==> src/hw/ctrlPkg.sv <==
package ctrlPkg;

    localparam int xlen           = 32;
    localparam int aluOpWidth     = 5;
    localparam int instrTypeWidth = 9;
    localparam int origWidth      = 2;
    localparam int wbWidth        = 3;
    localparam int pcWidth        = 3;
    localparam int bundleWidth    = 3 + 2 * origWidth + 4 + wbWidth + pcWidth + aluOpWidth
                                    + instrTypeWidth;

    localparam logic [6:0] opcSystem = 7'b1110011;
    localparam logic [6:0] opcLoad   = 7'b0000011;
    localparam logic [6:0] opcOpImm  = 7'b0010011;
    localparam logic [6:0] opcAuipc  = 7'b0010111;
    localparam logic [6:0] opcStore  = 7'b0100011;
    localparam logic [6:0] opcOp     = 7'b0110011;
    localparam logic [6:0] opcLui    = 7'b0110111;
    localparam logic [6:0] opcBranch = 7'b1100011;
    localparam logic [6:0] opcJalr   = 7'b1100111;
    localparam logic [6:0] opcJal    = 7'b1101111;

    localparam logic [2:0] funct3Add  = 3'd0; // SUB shares it
    localparam logic [2:0] funct3Sll  = 3'd1;
    localparam logic [2:0] funct3Slt  = 3'd2;
    localparam logic [2:0] funct3Sltu = 3'd3;
    localparam logic [2:0] funct3Xor  = 3'd4;
    localparam logic [2:0] funct3Srl  = 3'd5; // SRA shares it
    localparam logic [2:0] funct3Or   = 3'd6;
    localparam logic [2:0] funct3And  = 3'd7;

    localparam logic [2:0] funct3Mul    = 3'd0;
    localparam logic [2:0] funct3Mulh   = 3'd1;
    localparam logic [2:0] funct3Mulhsu = 3'd2;
    localparam logic [2:0] funct3Mulhu  = 3'd3;
    localparam logic [2:0] funct3Div    = 3'd4;
    localparam logic [2:0] funct3Divu   = 3'd5;
    localparam logic [2:0] funct3Rem    = 3'd6;
    localparam logic [2:0] funct3Remu   = 3'd7;

    localparam logic [2:0] funct3Priv   = 3'd0;
    localparam logic [2:0] funct3Csrrw  = 3'd1;
    localparam logic [2:0] funct3Csrrs  = 3'd2;
    localparam logic [2:0] funct3Csrrc  = 3'd3;
    localparam logic [2:0] funct3Csrrwi = 3'd5;
    localparam logic [2:0] funct3Csrrsi = 3'd6;
    localparam logic [2:0] funct3Csrrci = 3'd7;

    localparam logic [6:0] funct7Base   = 7'b0000000;
    localparam logic [6:0] funct7Alt    = 7'b0100000;
    localparam logic [6:0] funct7MulDiv = 7'b0000001;

    localparam logic [11:0] funct12Ecall  = 12'h000;
    localparam logic [11:0] funct12Ebreak = 12'h001;
    localparam logic [11:0] funct12Uret   = 12'h002;

    localparam logic [aluOpWidth-1:0] aluNull   = 5'd0;
    localparam logic [aluOpWidth-1:0] aluAdd    = 5'd1;
    localparam logic [aluOpWidth-1:0] aluSub    = 5'd2;
    localparam logic [aluOpWidth-1:0] aluSll    = 5'd3;
    localparam logic [aluOpWidth-1:0] aluSlt    = 5'd4;
    localparam logic [aluOpWidth-1:0] aluSltu   = 5'd5;
    localparam logic [aluOpWidth-1:0] aluXor    = 5'd6;
    localparam logic [aluOpWidth-1:0] aluSrl    = 5'd7;
    localparam logic [aluOpWidth-1:0] aluSra    = 5'd8;
    localparam logic [aluOpWidth-1:0] aluOr     = 5'd9;
    localparam logic [aluOpWidth-1:0] aluAnd    = 5'd10;
    localparam logic [aluOpWidth-1:0] aluLui    = 5'd11;
    localparam logic [aluOpWidth-1:0] aluMul    = 5'd12;
    localparam logic [aluOpWidth-1:0] aluMulh   = 5'd13;
    localparam logic [aluOpWidth-1:0] aluMulhsu = 5'd14;
    localparam logic [aluOpWidth-1:0] aluMulhu  = 5'd15;
    localparam logic [aluOpWidth-1:0] aluDiv    = 5'd16;
    localparam logic [aluOpWidth-1:0] aluDivu   = 5'd17;
    localparam logic [aluOpWidth-1:0] aluRem    = 5'd18;
    localparam logic [aluOpWidth-1:0] aluRemu   = 5'd19;

    localparam logic [origWidth-1:0] origAReg    = 2'b00; // Forwarded rs1
    localparam logic [origWidth-1:0] origAPc     = 2'b01;
    localparam logic [origWidth-1:0] origAImm    = 2'b10; // CSR zimm
    localparam logic [origWidth-1:0] origANotReg = 2'b11;
    localparam logic [origWidth-1:0] origBReg    = 2'b00;
    localparam logic [origWidth-1:0] origBImm    = 2'b01;
    localparam logic [origWidth-1:0] origBZero   = 2'b10;

    localparam logic [wbWidth-1:0] wbAlu     = 3'b000;
    localparam logic [wbWidth-1:0] wbPcPlus4 = 3'b001;
    localparam logic [wbWidth-1:0] wbMem     = 3'b010;
    localparam logic [wbWidth-1:0] wbCsr     = 3'b100;

    localparam logic [pcWidth-1:0] pcNext   = 3'b000;
    localparam logic [pcWidth-1:0] pcBranch = 3'b001;
    localparam logic [pcWidth-1:0] pcJal    = 3'b010;
    localparam logic [pcWidth-1:0] pcJalr   = 3'b011;
    localparam logic [pcWidth-1:0] pcEpc    = 3'b100;
    localparam logic [pcWidth-1:0] pcTvec   = 3'b101;

    localparam int typeBranch = 0;
    localparam int typeJalr   = 1;
    localparam int typeJal    = 2;
    localparam int typeI      = 3;
    localparam int typeR      = 4;
    localparam int typeStore  = 5;
    localparam int typeLoad   = 6;
    localparam int typeDivRem = 7;
    localparam int typeCsr    = 8;

    typedef struct packed {
        logic [6:0] funct7;
        logic [4:0] rs2;
        logic [4:0] rs1;
        logic [2:0] funct3;
        logic [4:0] rd;
        logic [6:0] opcode;
    } instrRegForm;

    typedef struct packed {
        logic [11:0] funct12;
        logic [4:0]  rs1;
        logic [2:0]  funct3;
        logic [4:0]  rd;
        logic [6:0]  opcode;
    } instrImmForm;

    typedef union packed {
        instrRegForm r;
        instrImmForm i;
    } instrWord;

endpackage

==> src/hw/ctrlBundleIf.sv <==
`timescale 1ns/10ps

interface ctrlBundleIf;
    import ctrlPkg::*;

    logic                      ecall;
    logic                      ebreak;
    logic                      invInstr;
    logic [origWidth-1:0]      origA;
    logic [origWidth-1:0]      origB;
    logic                      regWrite;
    logic                      csRegWrite;
    logic                      memWrite;
    logic                      memRead;
    logic [wbWidth-1:0]        mem2Reg;
    logic [pcWidth-1:0]        origPc;
    logic [aluOpWidth-1:0]     aluControl;
    logic [instrTypeWidth-1:0] instrType;

    modport source (
        output ecall, ebreak, invInstr, origA, origB, regWrite, csRegWrite,
               memWrite, memRead, mem2Reg, origPc, aluControl, instrType
    );

    modport sink (
        input ecall, ebreak, invInstr, origA, origB, regWrite, csRegWrite,
              memWrite, memRead, mem2Reg, origPc, aluControl, instrType
    );

endinterface

==> src/hw/aluOpDecoder.sv <==
`timescale 1ns/10ps

module aluOpDecoder (
    input  logic [2:0]                   funct3,
    input  logic [6:0]                   funct7,
    input  logic                         isRegOp,
    output logic [ctrlPkg::aluOpWidth-1:0] aluControl,
    output logic                         aluInvalid
);
    import ctrlPkg::*;

    logic altForm;

    assign altForm = (funct7 == funct7Alt);

    always_comb begin
        aluControl = aluNull;
        aluInvalid = 1'b0;
        if (isRegOp && funct7 == funct7MulDiv) begin
            case (funct3)
                funct3Mul:    aluControl = aluMul;
                funct3Mulh:   aluControl = aluMulh;
                funct3Mulhsu: aluControl = aluMulhsu;
                funct3Mulhu:  aluControl = aluMulhu;
                funct3Div:    aluControl = aluDiv;
                funct3Divu:   aluControl = aluDivu;
                funct3Rem:    aluControl = aluRem;
                default:      aluControl = aluRemu;
            endcase
        end else if (isRegOp && funct7 != funct7Base && !altForm) begin
            aluInvalid = 1'b1; // Unknown funct7
        end else begin
            case (funct3)
                funct3Add:  aluControl = (isRegOp && altForm) ? aluSub : aluAdd; // ADDI has no SUB
                funct3Sll:  aluControl = aluSll;
                funct3Slt:  aluControl = aluSlt;
                funct3Sltu: aluControl = aluSltu;
                funct3Xor:  aluControl = aluXor;
                funct3Srl:  aluControl = altForm ? aluSra : aluSrl;
                funct3Or:   aluControl = aluOr;
                default:    aluControl = aluAnd;
            endcase
        end
    end

endmodule

==> src/hw/controlDecoder.sv <==
`timescale 1ns/10ps

module controlDecoder (
    input  ctrlPkg::instrWord instr,
    ctrlBundleIf.source       bundle
);
    import ctrlPkg::*;

    ctrlBundleIf sysBundle ();

    logic [aluOpWidth-1:0] aluOp;
    logic                  aluInvalid;
    logic                  isRegOp;
    logic                  knownOpc;
    logic                  badInstr;

    assign isRegOp  = (instr.r.opcode == opcOp);
    assign knownOpc = instr.r.opcode inside {opcSystem, opcLoad, opcOpImm, opcAuipc, opcStore,
                                             opcOp, opcLui, opcBranch, opcJalr, opcJal};
    assign badInstr = !knownOpc || aluInvalid;

    aluOpDecoder iAluOpDecoder (
        .funct3     (instr.r.funct3),
        .funct7     (instr.r.funct7),
        .isRegOp    (isRegOp),
        .aluControl (aluOp),
        .aluInvalid (aluInvalid)
    );

    systemDecoder iSystemDecoder (
        .funct3  (instr.i.funct3),
        .funct12 (instr.i.funct12),
        .bundle  (sysBundle.source)
    );

    always_comb begin
        bundle.ecall      = 1'b0;
        bundle.ebreak     = 1'b0;
        bundle.invInstr   = badInstr; // Everything else stays at zero
        bundle.origA      = origAReg;
        bundle.origB      = origBReg;
        bundle.regWrite   = 1'b0;
        bundle.csRegWrite = 1'b0;
        bundle.memWrite   = 1'b0;
        bundle.memRead    = 1'b0;
        bundle.mem2Reg    = wbAlu;
        bundle.origPc     = pcNext;
        bundle.aluControl = aluNull;
        bundle.instrType  = '0;

        if (!badInstr) begin
            case (instr.r.opcode)
                opcLoad: begin
                    bundle.origB               = origBImm;
                    bundle.regWrite            = 1'b1;
                    bundle.memRead             = 1'b1;
                    bundle.mem2Reg             = wbMem;
                    bundle.aluControl          = aluAdd;
                    bundle.instrType[typeLoad] = 1'b1;
                end
                opcStore: begin
                    bundle.origB                = origBImm;
                    bundle.memWrite             = 1'b1;
                    bundle.aluControl           = aluAdd;
                    bundle.instrType[typeStore] = 1'b1;
                end
                opcBranch: begin
                    bundle.aluControl            = aluAdd;
                    bundle.origPc                = pcBranch;
                    bundle.instrType[typeBranch] = 1'b1;
                end
                opcJal, opcJalr: begin
                    bundle.regWrite = 1'b1;
                    bundle.mem2Reg  = wbPcPlus4; // Link address
                    bundle.origPc   = (instr.r.opcode == opcJal) ? pcJal : pcJalr;
                    bundle.instrType[typeJal]  = (instr.r.opcode == opcJal);
                    bundle.instrType[typeJalr] = (instr.r.opcode == opcJalr);
                end
                opcAuipc, opcLui, opcOpImm: begin
                    bundle.origA   = (instr.r.opcode == opcAuipc) ? origAPc : origAReg;
                    bundle.origB   = origBImm;
                    bundle.regWrite = 1'b1;
                    bundle.instrType[typeI] = 1'b1;
                    case (instr.r.opcode)
                        opcAuipc: bundle.aluControl = aluAdd;
                        opcLui:   bundle.aluControl = aluLui;
                        default:  bundle.aluControl = aluOp;
                    endcase
                end
                opcOp: begin
                    bundle.regWrite              = 1'b1;
                    bundle.aluControl            = aluOp;
                    bundle.instrType[typeR]      = 1'b1;
                    bundle.instrType[typeDivRem] = (instr.r.funct7 == funct7MulDiv);
                end
                default: begin // SYSTEM
                    bundle.ecall      = sysBundle.ecall;
                    bundle.ebreak     = sysBundle.ebreak;
                    bundle.invInstr   = sysBundle.invInstr;
                    bundle.origA      = sysBundle.origA;
                    bundle.origB      = sysBundle.origB;
                    bundle.regWrite   = sysBundle.regWrite;
                    bundle.csRegWrite = sysBundle.csRegWrite;
                    bundle.memWrite   = sysBundle.memWrite;
                    bundle.memRead    = sysBundle.memRead;
                    bundle.mem2Reg    = sysBundle.mem2Reg;
                    bundle.origPc     = sysBundle.origPc;
                    bundle.aluControl = sysBundle.aluControl;
                    bundle.instrType  = sysBundle.instrType;
                end
            endcase
        end
    end

endmodule

==> src/hw/controlPipe.sv <==
`timescale 1ns/10ps

module controlPipe (
    input  logic                               clk,
    input  logic                               arstN,
    input  logic [ctrlPkg::xlen-1:0]           instr,
    input  logic                               instrValid,
    output logic                               instrReady,
    output logic                               ctrlValid,
    input  logic                               ctrlReady,
    output logic                               ecall,
    output logic                               ebreak,
    output logic                               invInstr,
    output logic [ctrlPkg::origWidth-1:0]      origA,
    output logic [ctrlPkg::origWidth-1:0]      origB,
    output logic                               regWrite,
    output logic                               csRegWrite,
    output logic                               memWrite,
    output logic                               memRead,
    output logic [ctrlPkg::wbWidth-1:0]        mem2Reg,
    output logic [ctrlPkg::pcWidth-1:0]        origPc,
    output logic [ctrlPkg::aluOpWidth-1:0]     aluControl,
    output logic [ctrlPkg::instrTypeWidth-1:0] instrType
);

    ctrlBundleIf decBundle (); // Decoder output, same cycle

    controlDecoder iControlDecoder (
        .instr  (instr),
        .bundle (decBundle.source)
    );

    ctrlSkidBuffer iCtrlSkidBuffer (
        .clk,
        .arstN,
        .inValid  (instrValid),
        .inReady  (instrReady),
        .bundleIn (decBundle.sink),
        .outValid (ctrlValid),
        .outReady (ctrlReady),
        .ecall,
        .ebreak,
        .invInstr,
        .origA,
        .origB,
        .regWrite,
        .csRegWrite,
        .memWrite,
        .memRead,
        .mem2Reg,
        .origPc,
        .aluControl,
        .instrType
    );

endmodule

==> src/hw/ctrlSkidBuffer.sv <==
`timescale 1ns/10ps

module ctrlSkidBuffer (
    input  logic                               clk,
    input  logic                               arstN,
    input  logic                               inValid,
    output logic                               inReady,
    ctrlBundleIf.sink                          bundleIn,
    output logic                               outValid,
    input  logic                               outReady,
    output logic                               ecall,
    output logic                               ebreak,
    output logic                               invInstr,
    output logic [ctrlPkg::origWidth-1:0]      origA,
    output logic [ctrlPkg::origWidth-1:0]      origB,
    output logic                               regWrite,
    output logic                               csRegWrite,
    output logic                               memWrite,
    output logic                               memRead,
    output logic [ctrlPkg::wbWidth-1:0]        mem2Reg,
    output logic [ctrlPkg::pcWidth-1:0]        origPc,
    output logic [ctrlPkg::aluOpWidth-1:0]     aluControl,
    output logic [ctrlPkg::instrTypeWidth-1:0] instrType
);
    import ctrlPkg::*;

    logic [bundleWidth-1:0] inWord;
    logic [bundleWidth-1:0] headWord;
    logic [bundleWidth-1:0] skidWord;
    logic                   skidValid;
    logic                   accept;
    logic                   loadHead;

    assign inWord = {bundleIn.ecall, bundleIn.ebreak, bundleIn.invInstr, bundleIn.origA,
                     bundleIn.origB, bundleIn.regWrite, bundleIn.csRegWrite, bundleIn.memWrite,
                     bundleIn.memRead, bundleIn.mem2Reg, bundleIn.origPc, bundleIn.aluControl,
                     bundleIn.instrType};

    assign {ecall, ebreak, invInstr, origA, origB, regWrite, csRegWrite, memWrite, memRead,
            mem2Reg, origPc, aluControl, instrType} = headWord;

    assign accept   = inValid && inReady;
    assign loadHead = !outValid || outReady; // Head empty or leaving

    // inReady mirrors an empty second entry
    always_ff @(posedge clk or negedge arstN) begin
        if (!arstN) begin
            outValid  <= 1'b0;
            skidValid <= 1'b0;
            inReady   <= 1'b1;
        end else if (loadHead) begin
            outValid  <= skidValid || accept;
            skidValid <= 1'b0;
            inReady   <= 1'b1;
        end else if (accept) begin
            skidValid <= 1'b1; // Both entries full
            inReady   <= 1'b0;
        end
    end

    always_ff @(posedge clk) begin
        if (loadHead)
            headWord <= skidValid ? skidWord : inWord; // Older entry first
        if (!loadHead && accept)
            skidWord <= inWord;
    end

endmodule

==> src/hw/systemDecoder.sv <==
`timescale 1ns/10ps

module systemDecoder (
    input  logic [2:0]   funct3,
    input  logic [11:0]  funct12,
    ctrlBundleIf.source  bundle
);
    import ctrlPkg::*;

    logic csrForm;
    logic csrImm;

    assign csrForm = funct3 inside {funct3Csrrw, funct3Csrrs, funct3Csrrc,
                                    funct3Csrrwi, funct3Csrrsi, funct3Csrrci};
    assign csrImm  = funct3 inside {funct3Csrrwi, funct3Csrrsi, funct3Csrrci};

    always_comb begin
        bundle.ecall      = 1'b0;
        bundle.ebreak     = 1'b0;
        bundle.invInstr   = 1'b0;
        bundle.origA      = origAReg;
        bundle.origB      = origBReg;
        bundle.regWrite   = 1'b0;
        bundle.csRegWrite = 1'b0;
        bundle.memWrite   = 1'b0;
        bundle.memRead    = 1'b0;
        bundle.mem2Reg    = wbAlu;
        bundle.origPc     = pcNext;
        bundle.aluControl = aluNull;
        bundle.instrType  = '0;

        case (funct3)
            funct3Priv: begin
                case (funct12)
                    funct12Ecall: begin
                        bundle.ecall  = 1'b1;
                        bundle.origPc = pcTvec; // Trap vector
                    end
                    funct12Ebreak: bundle.ebreak = 1'b1;
                    funct12Uret:   bundle.origPc = pcEpc;
                    default:       bundle.invInstr = 1'b1;
                endcase
            end
            funct3Csrrw, funct3Csrrwi: begin
                bundle.origB      = origBZero;
                bundle.aluControl = aluAdd;
            end
            funct3Csrrs, funct3Csrrsi: bundle.aluControl = aluOr;
            funct3Csrrc, funct3Csrrci: begin
                bundle.origA      = origANotReg; // Clear uses ~rs1
                bundle.aluControl = aluAnd;
            end
            default: bundle.invInstr = 1'b1;
        endcase

        if (csrForm) begin
            bundle.regWrite           = 1'b1;
            bundle.csRegWrite         = 1'b1;
            bundle.mem2Reg            = wbCsr;
            bundle.instrType[typeCsr] = 1'b1;
            if (csrImm)
                bundle.origA = origAImm;
        end
    end

endmodule

==> config.mk <==
export PLATFORM = sky130hd
export DESIGN_NAME = controlPipe
export DESIGN_NICKNAME = d
export VERILOG_FILES = /design/src/hw/ctrlPkg.sv /design/src/hw/ctrlBundleIf.sv /design/src/hw/aluOpDecoder.sv /design/src/hw/controlDecoder.sv /design/src/hw/controlPipe.sv /design/src/hw/ctrlSkidBuffer.sv /design/src/hw/systemDecoder.sv
export SDC_FILE = /design/constraint.sdc
export NUM_CORES = 1
export LEC_CHECK = 0
export BUFFER_PORTS_ARGS = -buffer_cell sky130_fd_sc_hd__buf_2
export CAP_MARGIN = 20
export CELL_PAD_IN_SITES_DETAIL_PLACEMENT = 0
export CELL_PAD_IN_SITES_GLOBAL_PLACEMENT = 2
export CORE_UTILIZATION = 37
export DETAILED_ROUTE_END_ITERATION = 12
export PLACE_DENSITY = 0.92
export SLEW_MARGIN = 20
export SYNTH_ARGS = -nofsm -noshare
export SYNTH_HDL_FRONTEND = slang
export SYNTH_SLANG_ARGS = --single-unit
==> constraint.sdc <==
create_clock -name clk -period 5.7 [get_ports clk]
set_input_delay 1.14 -clock clk [delete_from_list [all_inputs] [get_ports clk]]
set_output_delay 1.14 -clock clk [all_outputs]
set_load 0.02 [all_outputs]
==> results.md <==
- Placed cells: 392
- All-Layer GR Usage: around 15%
- Die area: a little over 8000 µm²
- Filler cells: 706
- Total number of yosys warnings: 0
- First-iteration detailed-routing DRC count: 82
- Top Layer Used: met4
- Layout cells sized above 1: 33.0%
- DP Worst Slack: between 2000 and 2500 ps
- Relative slew slack: 68.3%
- Pleak: 1.32 nW
- Core area: between 7000 and 8000 µm²
- Ys flop type: edfxtp_1
- # port buffers: 58
- Post-synth ARST share: 5.26%
- Hold crit path type: reg2reg
- Clock sink count: 57
- Final setup fails: 0
- Area of the multi-input gates: approximately 1100 µm²
- Post-Route Setup TNS: 0 ps
- Post-route ant nets: 0
- Largest net degree at the start of global routing: 45
- Netlist cell types: 55
- Ant diodes: 0
- Worst-margin pin slew: between 400 and 500 ps
- FP Rows: 31
- Avg Inst Size Synth: 11.5 µm²
- Wire length on met3: 199 µm
- Top-count cell post-synth: edfxtp_1
- Slew Limit Fails: 0
- Most instantiated cells after synthesis: edfxtp_1 (54), nor2_1 (33), nand2_1 (29), o21ai_0 (15), o31ai_1 (12)
- Max cap viols: 0
- Worst R2R Setup Slack: 4220 ps
- Clock-pin transition on the worst setup and hold timing paths: 60 ps
- CP Launch Type: input port
- Arrival time worst endpoint: 3090 ps
- Max VDD drop: 110 µV
- Die Ht: between 90 and 100 µm
- Mapped Nets: 288
- DRC viols: 0
- Cell taking the most area after synthesis: edfxtp_1
- Initial antenna violation count: 0
- Reg area: 1700 µm²
- Grt total ovfl: 0
- Met2 routed WL: 2650 µm
- Fin util: 46.2%
- Drt pass-1 iters: 5
- Vias after detailed routing: just over 2,000
- Crit-path max FO: 10
- Maximum clock path buffer count: 2
- Minimum clock period: 3040 ps
- Area delta synth->final: 17.8%
- Fin. Hold Viols: 0
- Htree depth: 3
- Clock Tree Root: clkbuf_8
- CTS tree: built
- HPWL after DPL: 3960 µm
- Later-pin clock latency in the skew report: 330 ps
- Post-Route WL: about 5700 µm
- Setup repair bufs after CTS: 0
- Vias in the first global route: 1,898
- Hold Buf Count CTS: 0
- Die X: 90.6 µm
- Seq/Total Area, Yosys: 58.4%
- Clk_skew: 7.07 ps
- Setup WS post-layout: 2660 ps
- Post-CTS Resized: 0
- Total CTS buffers: 9
- Area contributors post-synth: edfxtp_1 (56%), nor2_1 (4.3%), mux2_2 (3.9%)
- Number of synthesized flops with an enable pin: 54
- Total Nets Final: 340
- Min Hold Slack: 526 ps
- Wire length on met1: 2720 µm
- Max Clk Rate: approximately 330 MHz
- First-pass GRT wire length: 9410 µm
- Top cell type's share of synthesized area: ~56%
- Non-filler instance count after layout: 408
- Status: complete, no violations
- # IOs: 69
- Synthesized area: 2910 µm²
- Starting density of the core: 39.2%
- Post-Syn Instances: 252
- Gp weighted congestion: 0.778
- CP endpoint kind: register
- WL/cell: 13.9 µm
- Yosys reg bits: between 50 and 60
- DR vias/cell: around 5
- Worst Path Required: 5760 ps
- RSZ-0062 raised after global routing: false
- PD cells: 297 nW/µm²
- Setup Crit Path Kind: in2reg
- Fin crit share: 53.3%
==> routing by layer <==
| metal | track usage [%] | vias to the layer above |
|---|---|---|
| met3 | 3.62 | 8 |
| met5 | 0 | - |
| met1 | 19.4 | 954 |
| met2 | 22.6 | 50 |
| li1 | - | 1038 |
| met4 | 7.26 | 0 |
==> cells by family after synthesis <==
logic type             share of synthesized area, %
AND/OR/NAND/NOR                                19.3
multiplexers                                   3.88
buffers and inverters                          4.31
flip-flops                                     58.4
AO/OA/AOI/OAI                                  14.0
==> path summary, 6_finish.rpt <==
check | start | end | cells after the start
min in group asynchronous | arstN | iCtrlSkidBuffer.outValid | 1
setup / recovery | instr[6] | iCtrlSkidBuffer.headWord[12] | 8
setup reg to reg | iCtrlSkidBuffer.outValid | iCtrlSkidBuffer.skidWord[11] | 4
max in group asynchronous | arstN | iCtrlSkidBuffer.inReady | 1
hold / removal | iCtrlSkidBuffer.skidWord[19] | iCtrlSkidBuffer.headWord[19] | 1
hold reg to reg | iCtrlSkidBuffer.skidWord[19] | iCtrlSkidBuffer.headWord[19] | 1
==> power breakdown <==
group | leakage [nW] | internal, mW | total (mW) | switching [mW]
Clock | 0.0978 | 0.197 | 0.353 | 0.157
Combinational | 0.658 | 0.0502 | 0.156 | 0.105
Sequential | 0.561 | 0.500 | 0.508 | 0.00842
Total | 1.32 | 0.747 | 1.02 | 0.270
==> flip-flops by register name, indices dropped and copies added (netlist names) <==
name                       count
iCtrlSkidBuffer.skidWord      27
iCtrlSkidBuffer.skidValid      1
iCtrlSkidBuffer.inReady        1
iCtrlSkidBuffer.outValid       1
iCtrlSkidBuffer.headWord      27
==> layout make-up <==
class	instances	share of cell area, %
sequential	57	49.6
multi-input combinational	170	31.7
timing repair buffer	61	9.14
clock buffer	9	3.62
tap	99	3.62
clock inverter	7	1.79
inverter	5	0.548
==> metrics by stage <==
stage          instance area, µm²  total power, mW
2_1_floorplan                2910            0.626
3_3_place_gp                 3240            0.672
3_5_place_dp                 3240            0.674
4_1_cts                      3420             1.03
5_1_grt                      3420             1.06
6_report                     3420             1.02
==> critical path, stage by stage <==
cell,delay (ps)
buf_2,160
and4bb_4,390
nand3_4,120
or4b_1,650
inv_2,110
nor2_1,50
a211oi_2,340
o41ai_2,130
==> cells in the final DEF (no fill, tap or decap), types with 6 or more instances in the layout <==
cell / Yosys / routed
buf_2: 4 / 58
edfxtp_1: 54 / 54
nor2_1: 33 / 32
nand2_1: 29 / 29
o21ai_0: 15 / 15
o31ai_1: 12 / 12
mux2_2: 10 / 10
a21oi_1: 9 / 9
clkbuf_8: 0 / 9
nor3_1: 6 / 6
(Power assumes the default switching activity.)
